**src/rvPkg.sv**
```systemverilog
`default_nettype none

package rvPkg;

	// data path and address width
	parameter int xlen = 32;

	// register index width
	parameter int regAddrW = 5;

	// major opcodes handled by the core
	typedef enum logic [6:0] {
		// all-zero word left behind by a flushed register
		opNop    = 7'b0000000,
		opLoad   = 7'b0000011,
		opStore  = 7'b0100011,
		opRtype  = 7'b0110011,
		opItype  = 7'b0010011,
		opBranch = 7'b1100011,
		opJal    = 7'b1101111
	} opcodeT;

	// ALU operations, branches use aluSub
	typedef enum logic [3:0] {
		aluAdd  = 4'd0,
		aluSub  = 4'd1,
		aluAnd  = 4'd2,
		aluOr   = 4'd3,
		aluXor  = 4'd4,
		aluSll  = 4'd5,
		aluSrl  = 4'd6,
		aluSra  = 4'd7,
		aluSlt  = 4'd8,
		aluSltu = 4'd9
	} aluOpT;

	// immediate formats
	typedef enum logic [2:0] {
		immI      = 3'd0,
		immIShift = 3'd1,
		immS      = 3'd2,
		immB      = 3'd3,
		immJ      = 3'd4
	} immSrcT;

	// writeback source
	typedef enum logic [1:0] {
		resAlu     = 2'd0,
		resMem     = 2'd1,
		resPcPlus4 = 2'd2
	} resultSrcT;

	// operand forward select for execute
	typedef enum logic [1:0] {
		fwdNone = 2'd0,
		fwdWb   = 2'd1,
		fwdMem  = 2'd2
	} fwdSelT;

endpackage

`default_nettype wire

```
**src/fetchStage.sv**
```systemverilog
`default_nettype none

module fetchStage #(
	parameter logic [rvPkg::xlen-1:0] resetPc = '0
) (
	input  logic                   clk,
	input  logic                   rst,
	input  logic                   stall,
	input  logic                   pcSrc,
	input  logic [rvPkg::xlen-1:0] pcTarget,
	output logic [rvPkg::xlen-1:0] pc,
	output logic [rvPkg::xlen-1:0] pcPlus4
);

	import rvPkg::*;

	logic [xlen-1:0] pcNext;

	assign pcPlus4 = pc + xlen'(4);

	// redirect from execute wins over sequential fetch
	assign pcNext = pcSrc ? pcTarget : pcPlus4;

	always_ff @(posedge clk) begin
		if (rst) begin
			pc <= resetPc;
		end else if (!stall) begin
			pc <= pcNext;
		end
	end

endmodule

`default_nettype wire

```
**src/decodeUnit.sv**
```systemverilog
`default_nettype none

module decodeUnit (
	input  logic [rvPkg::xlen-1:0] instr,
	output logic                   regWrite,
	output logic                   memWrite,
	output logic                   branch,
	output logic                   jump,
	output logic                   aluBSrc,
	output logic                   branchOnNe,
	output rvPkg::resultSrcT       resultSrc,
	output rvPkg::aluOpT           aluOp,
	output logic [rvPkg::xlen-1:0] immExt
);

	import rvPkg::*;

	localparam logic [2:0] f3AddSub = 3'b000;
	localparam logic [2:0] f3Sll    = 3'b001;
	localparam logic [2:0] f3Slt    = 3'b010;
	localparam logic [2:0] f3Sltu   = 3'b011;
	localparam logic [2:0] f3Xor    = 3'b100;
	localparam logic [2:0] f3Srl    = 3'b101;
	localparam logic [2:0] f3Or     = 3'b110;
	localparam logic [2:0] f3And    = 3'b111;
	localparam logic [2:0] f3Word   = 3'b010;
	localparam logic [2:0] f3Beq    = 3'b000;
	localparam logic [2:0] f3Bne    = 3'b001;

	opcodeT     opcode;
	logic [2:0] funct3;
	logic       funct7b5;
	immSrcT     immSrc;
	aluOpT      aluRi;

	assign opcode   = opcodeT'(instr[6:0]);
	assign funct3   = instr[14:12];
	assign funct7b5 = instr[30];

	// ALU operation shared by R-type and I-type
	always_comb begin
		case (funct3)
			// only R-type has sub, addi keeps bit 30 as immediate
			f3AddSub: aluRi = (opcode == opRtype && funct7b5) ? aluSub : aluAdd;
			f3Sll:    aluRi = aluSll;
			f3Slt:    aluRi = aluSlt;
			f3Sltu:   aluRi = aluSltu;
			f3Xor:    aluRi = aluXor;
			f3Srl:    aluRi = funct7b5 ? aluSra : aluSrl;
			f3Or:     aluRi = aluOr;
			f3And:    aluRi = aluAnd;
			default:  aluRi = aluAdd;
		endcase
	end

	// main decoder, anything unrecognised stays a bubble
	always_comb begin
		regWrite   = 1'b0;
		memWrite   = 1'b0;
		branch     = 1'b0;
		jump       = 1'b0;
		aluBSrc    = 1'b0;
		branchOnNe = 1'b0;
		resultSrc  = resAlu;
		aluOp      = aluAdd;
		immSrc     = immI;
		case (opcode)
			opLoad: begin
				if (funct3 == f3Word) begin
					regWrite  = 1'b1;
					aluBSrc   = 1'b1;
					resultSrc = resMem;
				end
			end
			opStore: begin
				if (funct3 == f3Word) begin
					memWrite = 1'b1;
					aluBSrc  = 1'b1;
					immSrc   = immS;
				end
			end
			opRtype: begin
				regWrite = 1'b1;
				aluOp    = aluRi;
			end
			opItype: begin
				regWrite = 1'b1;
				aluBSrc  = 1'b1;
				aluOp    = aluRi;
				if (funct3 == f3Sll || funct3 == f3Srl) begin
					immSrc = immIShift;
				end
			end
			opBranch: begin
				if (funct3 == f3Beq || funct3 == f3Bne) begin
					branch     = 1'b1;
					branchOnNe = (funct3 == f3Bne);
					aluOp      = aluSub;
					immSrc     = immB;
				end
			end
			opJal: begin
				regWrite  = 1'b1;
				jump      = 1'b1;
				resultSrc = resPcPlus4;
				immSrc    = immJ;
			end
			// flushed slot keeps the defaults
			opNop: ;
			default: ;
		endcase
	end

	// immediate extender
	always_comb begin
		case (immSrc)
			immIShift: immExt = {{(xlen-5){1'b0}}, instr[24:20]};
			immS:      immExt = {{20{instr[31]}}, instr[31:25], instr[11:7]};
			immB:      immExt = {{20{instr[31]}}, instr[7], instr[30:25], instr[11:8], 1'b0};
			immJ:      immExt = {{12{instr[31]}}, instr[19:12], instr[20], instr[30:21], 1'b0};
			default:   immExt = {{20{instr[31]}}, instr[31:20]};
		endcase
	end

endmodule

`default_nettype wire

```
**src/regFile.sv**
```systemverilog
`default_nettype none

module regFile (
	input  logic                       clk,
	input  logic                       rst,
	input  logic [rvPkg::regAddrW-1:0] readAddr1,
	input  logic [rvPkg::regAddrW-1:0] readAddr2,
	output logic [rvPkg::xlen-1:0]     readData1,
	output logic [rvPkg::xlen-1:0]     readData2,
	input  logic                       writeEn,
	input  logic [rvPkg::regAddrW-1:0] writeAddr,
	input  logic [rvPkg::xlen-1:0]     writeData
);

	import rvPkg::*;

	logic [xlen-1:0] regs [2**regAddrW];

	// falling-edge write so decode sees it in the same cycle
	always_ff @(negedge clk) begin
		if (rst) begin
			for (int i = 0; i < 2**regAddrW; i++) begin
				regs[i] <= '0;
			end
		end else if (writeEn && writeAddr != '0) begin
			regs[writeAddr] <= writeData;
		end
	end

	// x0 is hardwired to zero
	assign readData1 = (readAddr1 == '0) ? '0 : regs[readAddr1];
	assign readData2 = (readAddr2 == '0) ? '0 : regs[readAddr2];

endmodule

`default_nettype wire

```
**src/executeStage.sv**
```systemverilog
`default_nettype none

module executeStage (
	input  logic [rvPkg::xlen-1:0] rd1,
	input  logic [rvPkg::xlen-1:0] rd2,
	input  logic [rvPkg::xlen-1:0] pcE,
	input  logic [rvPkg::xlen-1:0] immExt,
	input  logic [rvPkg::xlen-1:0] aluResultM,
	input  logic [rvPkg::xlen-1:0] resultW,
	input  rvPkg::fwdSelT          fwdA,
	input  rvPkg::fwdSelT          fwdB,
	input  logic                   aluBSrc,
	input  logic                   branch,
	input  logic                   jump,
	input  logic                   branchOnNe,
	input  rvPkg::aluOpT           aluOp,
	output logic [rvPkg::xlen-1:0] aluResult,
	output logic [rvPkg::xlen-1:0] storeData,
	output logic [rvPkg::xlen-1:0] pcTarget,
	output logic                   pcSrc
);

	import rvPkg::*;

	localparam int shW = $clog2(xlen);

	logic [xlen-1:0] srcA;
	logic [xlen-1:0] srcB;
	logic [shW-1:0]  shamt;
	logic            zero;

	// forwarding muxes, memory stage is the newer value
	always_comb begin
		case (fwdA)
			fwdMem:  srcA = aluResultM;
			fwdWb:   srcA = resultW;
			default: srcA = rd1;
		endcase
		case (fwdB)
			fwdMem:  storeData = aluResultM;
			fwdWb:   storeData = resultW;
			default: storeData = rd2;
		endcase
	end

	assign srcB  = aluBSrc ? immExt : storeData;
	assign shamt = srcB[shW-1:0];

	always_comb begin
		case (aluOp)
			aluSub:  aluResult = srcA - srcB;
			aluAnd:  aluResult = srcA & srcB;
			aluOr:   aluResult = srcA | srcB;
			aluXor:  aluResult = srcA ^ srcB;
			aluSll:  aluResult = srcA << shamt;
			aluSrl:  aluResult = srcA >> shamt;
			aluSra:  aluResult = $signed(srcA) >>> shamt;
			aluSlt:  aluResult = xlen'($signed(srcA) < $signed(srcB));
			aluSltu: aluResult = xlen'(srcA < srcB);
			default: aluResult = srcA + srcB;
		endcase
	end

	assign zero = (aluResult == '0);

	// BEQ takes on zero, BNE on non-zero
	assign pcSrc    = jump | (branch & (zero ^ branchOnNe));
	assign pcTarget = pcE + immExt;

endmodule

`default_nettype wire

```
**src/hazardUnit.sv**
```systemverilog
`default_nettype none

module hazardUnit (
	input  logic [rvPkg::regAddrW-1:0] rs1D,
	input  logic [rvPkg::regAddrW-1:0] rs2D,
	input  logic [rvPkg::regAddrW-1:0] rs1E,
	input  logic [rvPkg::regAddrW-1:0] rs2E,
	input  logic [rvPkg::regAddrW-1:0] rdE,
	input  logic [rvPkg::regAddrW-1:0] rdM,
	input  logic [rvPkg::regAddrW-1:0] rdW,
	input  logic                       loadE,
	input  logic                       regWriteM,
	input  logic                       regWriteW,
	input  logic                       pcSrc,
	output rvPkg::fwdSelT              fwdA,
	output rvPkg::fwdSelT              fwdB,
	output logic                       stallF,
	output logic                       stallD,
	output logic                       flushD,
	output logic                       flushE
);

	import rvPkg::*;

	logic loadStall;

	// memory stage first, x0 never forwards
	function automatic fwdSelT pickFwd(input logic [regAddrW-1:0] rs);
		if (rs != '0 && regWriteM && rs == rdM) begin
			return fwdMem;
		end else if (rs != '0 && regWriteW && rs == rdW) begin
			return fwdWb;
		end
		return fwdNone;
	endfunction

	always_comb begin
		fwdA = pickFwd(rs1E);
		fwdB = pickFwd(rs2E);
	end

	// load result not ready for the instruction behind it
	assign loadStall = loadE && rdE != '0 && (rdE == rs1D || rdE == rs2D);

	assign stallF = loadStall;
	assign stallD = loadStall;
	assign flushD = pcSrc;
	assign flushE = loadStall | pcSrc;

endmodule

`default_nettype wire

```
**src/rvPipeTop.sv**
```systemverilog
`default_nettype none

module rvPipeTop #(
	parameter logic [rvPkg::xlen-1:0] resetPc = '0
) (
	input  logic                   clk,
	input  logic                   rst,
	output logic [rvPkg::xlen-1:0] pc,
	input  logic [rvPkg::xlen-1:0] instr,
	output logic [rvPkg::xlen-1:0] dataAddr,
	output logic [rvPkg::xlen-1:0] writeData,
	output logic                   memWrite,
	input  logic [rvPkg::xlen-1:0] readData
);

	import rvPkg::*;

	// hazard and redirect
	logic   stallF, stallD, flushD, flushE;
	fwdSelT fwdA, fwdB;
	logic   pcSrc;
	logic [xlen-1:0] pcTarget, pcPlus4F;

	// decode
	logic [xlen-1:0] instrD, pcD, pcPlus4D, rd1D, rd2D, immExtD;
	logic regWriteD, memWriteD, branchD, jumpD, aluBSrcD, branchOnNeD;
	resultSrcT resultSrcD;
	aluOpT     aluOpD;

	// execute
	logic [xlen-1:0] rd1E, rd2E, pcE, immExtE, pcPlus4E, aluResultE, storeDataE;
	logic [regAddrW-1:0] rs1E, rs2E, rdE;
	logic regWriteE, memWriteE, branchE, jumpE, aluBSrcE, branchOnNeE;
	resultSrcT resultSrcE;
	aluOpT     aluOpE;

	// memory and writeback
	logic [xlen-1:0] aluResultM, writeDataM, pcPlus4M;
	logic [xlen-1:0] aluResultW, readDataW, pcPlus4W, resultW;
	logic [regAddrW-1:0] rdM, rdW;
	logic regWriteM, memWriteM, regWriteW;
	resultSrcT resultSrcM, resultSrcW;

	fetchStage #(.resetPc(resetPc)) fetch (
		.clk(clk), .rst(rst), .stall(stallF), .pcSrc(pcSrc),
		.pcTarget(pcTarget), .pc(pc), .pcPlus4(pcPlus4F)
	);

	// IF/ID, a flushed word decodes as opNop
	always_ff @(posedge clk) begin
		if (rst || flushD) begin
			instrD <= '0;
		end else if (!stallD) begin
			instrD <= instr;
		end
	end

	always_ff @(posedge clk) begin
		if (!stallD) begin
			pcD      <= pc;
			pcPlus4D <= pcPlus4F;
		end
	end

	decodeUnit decode (
		.instr(instrD), .regWrite(regWriteD), .memWrite(memWriteD), .branch(branchD),
		.jump(jumpD), .aluBSrc(aluBSrcD), .branchOnNe(branchOnNeD),
		.resultSrc(resultSrcD), .aluOp(aluOpD), .immExt(immExtD)
	);

	regFile regs (
		.clk(clk), .rst(rst), .readAddr1(instrD[19:15]), .readAddr2(instrD[24:20]),
		.readData1(rd1D), .readData2(rd2D), .writeEn(regWriteW),
		.writeAddr(rdW), .writeData(resultW)
	);

	// ID/EX control and register indices
	always_ff @(posedge clk) begin
		if (rst || flushE) begin
			{regWriteE, memWriteE, branchE, jumpE, aluBSrcE, branchOnNeE} <= '0;
			resultSrcE <= resAlu;
			aluOpE     <= aluAdd;
			{rs1E, rs2E, rdE} <= '0;
		end else begin
			{regWriteE, memWriteE, branchE, jumpE} <= {regWriteD, memWriteD, branchD, jumpD};
			{aluBSrcE, branchOnNeE} <= {aluBSrcD, branchOnNeD};
			resultSrcE <= resultSrcD;
			aluOpE     <= aluOpD;
			{rs1E, rs2E, rdE} <= {instrD[19:15], instrD[24:20], instrD[11:7]};
		end
	end

	always_ff @(posedge clk) begin
		{rd1E, rd2E, immExtE} <= {rd1D, rd2D, immExtD};
		{pcE, pcPlus4E}       <= {pcD, pcPlus4D};
	end

	executeStage execute (
		.rd1(rd1E), .rd2(rd2E), .pcE(pcE), .immExt(immExtE),
		.aluResultM(aluResultM), .resultW(resultW), .fwdA(fwdA), .fwdB(fwdB),
		.aluBSrc(aluBSrcE), .branch(branchE), .jump(jumpE), .branchOnNe(branchOnNeE),
		.aluOp(aluOpE), .aluResult(aluResultE), .storeData(storeDataE),
		.pcTarget(pcTarget), .pcSrc(pcSrc)
	);

	hazardUnit hazard (
		.rs1D(instrD[19:15]), .rs2D(instrD[24:20]), .rs1E(rs1E), .rs2E(rs2E),
		.rdE(rdE), .rdM(rdM), .rdW(rdW), .loadE(resultSrcE == resMem),
		.regWriteM(regWriteM), .regWriteW(regWriteW), .pcSrc(pcSrc),
		.fwdA(fwdA), .fwdB(fwdB), .stallF(stallF), .stallD(stallD),
		.flushD(flushD), .flushE(flushE)
	);

	// EX/MEM
	always_ff @(posedge clk) begin
		if (rst) begin
			{regWriteM, memWriteM, rdM} <= '0;
			resultSrcM <= resAlu;
		end else begin
			{regWriteM, memWriteM, rdM} <= {regWriteE, memWriteE, rdE};
			resultSrcM <= resultSrcE;
		end
	end

	always_ff @(posedge clk) begin
		{aluResultM, writeDataM, pcPlus4M} <= {aluResultE, storeDataE, pcPlus4E};
	end

	assign dataAddr  = aluResultM;
	assign writeData = writeDataM;
	assign memWrite  = memWriteM;

	// MEM/WB
	always_ff @(posedge clk) begin
		if (rst) begin
			{regWriteW, rdW} <= '0;
			resultSrcW <= resAlu;
		end else begin
			{regWriteW, rdW} <= {regWriteM, rdM};
			resultSrcW <= resultSrcM;
		end
	end

	always_ff @(posedge clk) begin
		{aluResultW, readDataW, pcPlus4W} <= {aluResultM, readData, pcPlus4M};
	end

	// writeback result, also the late forward source
	always_comb begin
		case (resultSrcW)
			resMem:     resultW = readDataW;
			resPcPlus4: resultW = pcPlus4W;
			default:    resultW = aluResultW;
		endcase
	end

endmodule

`default_nettype wire

```
**config.mk**
```make
export PLATFORM = sky130hd
export DESIGN_NAME = rvPipeTop
export DESIGN_NICKNAME = d
export VERILOG_FILES = /design/src/rvPkg.sv /design/src/fetchStage.sv /design/src/decodeUnit.sv /design/src/regFile.sv /design/src/executeStage.sv /design/src/hazardUnit.sv /design/src/rvPipeTop.sv
export SDC_FILE = /design/constraint.sdc
export NUM_CORES = 2
export LEC_CHECK = 0
export BUFFER_PORTS_ARGS = -buffer_cell sky130_fd_sc_hd__buf_4
export CAP_MARGIN = 5
export CELL_PAD_IN_SITES_DETAIL_PLACEMENT = 1
export CELL_PAD_IN_SITES_GLOBAL_PLACEMENT = 2
export CORE_MARGIN = 10
export CORE_UTILIZATION = 44
export DETAILED_ROUTE_END_ITERATION = 8
export PLACE_DENSITY_LB_ADDON = 0.1
export SYNTH_ARGS = -nofsm -noshare
export SYNTH_HDL_FRONTEND = slang
export SYNTH_SLANG_ARGS = --single-unit
```
**constraint.sdc**
```tcl
create_clock -name clk -period 9.7 [get_ports clk]
set_clock_uncertainty 0.1 [all_clocks]
set_input_delay 0.97 -clock clk [delete_from_list [all_inputs] [get_ports clk]]
set_output_delay 0.97 -clock clk [all_outputs]
set_load 0.05 [all_outputs]
```
==> impl_metrics.yaml <==
run_status:
  outcome: "finished, final reports clean"
detailed_routing:
  wl_per_cell_um: 31.7
  antenna_left: 0
  num_vias: 62171
  first_iter_violations: 6036
  firstDrtPassIters: 6
  drc: 0
  via_per_inst: 6.24
  drt-total-wl_um: 316000
placement:
  placedInstanceArea_mm2: 0.0823
  io_buffers: 162
  gp_congestion: 0.968
  hpwl_um: 214000
  dp_cells: 8618
yosys:
  synthArstFlopShare: 0
  synth_common_cells: "nor2_1, edfxtp_1, mux4_2"
  synth.avg_cell_area_um2: 12.1
  synth_top_flop_cell: "edfxtp_1"
  synth_cells: 6425
  ys_types: 98
  ys_warn_count: 0
  synth_area_leaders: "edfxtp_1, mux4_2, dfxtp_1"
  synth_edf_count: 1086
  yosysTopAreaCell: "edfxtp_1"
  synth.most_common_cell: "nor2_1"
  yosys_register_bits: 1532
  netlist_area_mm2: 0.0779
  synth_top_cell_area_share: 0.419
  yosysSeqAreaShare: 0.533
pwr:
  power_leakage_nw: 38.3
  cellPowerDensity_mw_per_mm2: 222
  ir_drop_uv: 189
cts:
  clock_sinks: 1532
  cts_max_level: 4
  cts_tree: "built"
  path_clk_slew_ns: 0.06
  post_cts_buffers: 0
  cts_made_buffers: 174
  root_buffer: "clkbuf_16"
  cts_hold_buffers: 0
  clk_latency_ns: 0.84
  ctsResizeCount: 0
  clock_path_buffers: 3
critical_path:
  required_ns: 10.34
  r2r_cells: 32
  crit_top_cell: "inv_1"
  endpoint: "fetch.pc[29]$_SDFFE_PP0N_"
  critPathCaptureType: "flop"
  cp.arrival_ns: 9.89
  cp_slowest_cell: "ha_1"
  regToRegEndpoint: "fetch.pc[29]$_SDFFE_PP0N_"
  worstSetupPathType: "reg2reg"
  setup.worst_path.start: "resultSrcW[0]$_SDFF_PP0_"
  max_stage_delay_ns: 0.73
  r2r_slack_ns: 0.45
  regToRegStartpoint: "resultSrcW[0]$_SDFF_PP0_"
  crit_fanout: 21
  worst_setup_path_start_kind: "flop"
die:
  die_h_um: 441
  core_mm2: 0.176
  start_util: 0.442
  die_area_mm2: 0.194
  pin_count: 163
  rows: 154
  die_w_um: 441
global_route:
  grt_max_degree: 119
  grt_overflow: 0
  grt_antenna_before_repair: 12
  grt_pass1_vias: 67038
  track_usage: 0.320
  grt_pass1_wl_um: 456000
job:
  cap_violations: 0
finish:
  final_nets: 7678
  area_growth_pct: 18.1
  finish.utilization: 0.522
  drive_above_1_share: 0.190
  stdcell_count: 9964
  postLayoutCellArea_mm2: 0.0920
sta:
  finalSetupTns_ns: 0
  worstMarginPinSlew_ns: 1.41
  min_period_over_period: 0.953
  finalSetupViolations: 0
  slew_violations: 0
  whs_ns: 0.140
  period_needed_ns: 9.25
  finalHoldViolCount: 0
  rsz0062_at_grt: "false"
  clock.fmax_mhz: 108
  relSlewSlack: 0.0587
min_path:
  min_path_type: "in2reg"
-- critical path, delay by kind of cell (launching register included) --
kind | cells | cell delay (ns)
compound gates | 13 | 3.53
flops | 1 | 0.34
mux | 2 | 0.47
buf+inv | 7 | 0.91
fa+ha+maj | 3 | 1.42
simple gates | 7 | 2.36
-- cells in the final DEF (no fill, tap or decap), drive strengths merged, types with 157 or more instances in the layout --
cell	n
dfxtp	446
nor2	1239
mux2i	157
a21oi	206
mux4	556
buf	407
inv	1178
clkbuf	203
nand3	165
o21ai	241
edfxtp	1086
nand2	323
-- power breakdown --
part           switching, mW  total, mW  internal (mW)
Clock                   4.06       8.54           4.48
Sequential             0.454       7.85           7.39
Combinational           2.87       4.03           1.17
-- sequential cells by signal, indices dropped and copies added (netlist names), 21 cells and up --
register    count
pcPlus4D       30
pcD            32
pcPlus4M       32
readDataW      32
immExtE        21
rd2E           32
instrD         32
dataAddr       32
rd1E           32
pcE            30
regs.regs    1024
pcPlus4E       32
fetch.pc       32
aluResultW     32
writeData      32
pcPlus4W       32
-- how the worst min path moves through the flow --
stage	start	end	slack, ns	cells after the start
2_1_floorplan	pcPlus4E[10]$_DFF_P_	pcPlus4M[10]$_DFF_P_	0.21	0
6_report	readData[22]	readDataW[22]$_DFF_P_	0.14	1
3_3_place_gp	pcPlus4E[26]$_DFF_P_	pcPlus4M[26]$_DFF_P_	0.21	0
4_1_cts	readData[22]	readDataW[22]$_DFF_P_	0.08	1
3_5_place_dp	pcPlus4M[14]$_DFF_P_	pcPlus4W[14]$_DFF_P_	0.21	0
5_1_grt	readData[1]	readDataW[1]$_DFF_P_	0.1	1
-- area by class of cell --
| cell class | count | area (um^2) |
|---|---|---|
| multi-input combinational | 4228 | 34200 |
| inverter | 111 | 419 |
| clock inverter | 1142 | 4910 |
| tap | 2340 | 2930 |
| sequential | 1532 | 41600 |
| fill | 18496 | 84100 |
| timing repair buffer | 407 | 3210 |
| clock buffer | 203 | 4780 |
| antenna | 1 | 2.50 |
-- cell families after synthesis --
| group | synth area share |
|---|---|
| xor+xnor | 0.0103 |
| flops | 0.533 |
| compound gates | 0.0927 |
| mux | 0.188 |
| fa+ha+maj | 0.0218 |
| other cells | 0.0000481 |
| simple gates | 0.119 |
| buf+inv | 0.0351 |
-- stage by stage --
stage	setup WS [ns]	power [mW]
final	0.452	20.4
after global routing	0.0127	21.4
after CTS	0.617	20.6
after detailed placement	0.678	12.5
after global placement	0.805	12.5
after floorplan	1.26	10.7
-- routing by layer --
metal / track usage / vias to the layer above / part of all wire
li1: - / 26409 / -
met1: 0.408 / 32277 / 0.40
met2: 0.497 / 2791 / 0.47
met3: 0.0755 / 682 / 0.072
met4: 0.188 / 12 / 0.057
met5: 0 / - / 0.00029
Power figures use the tool's default switching activity.
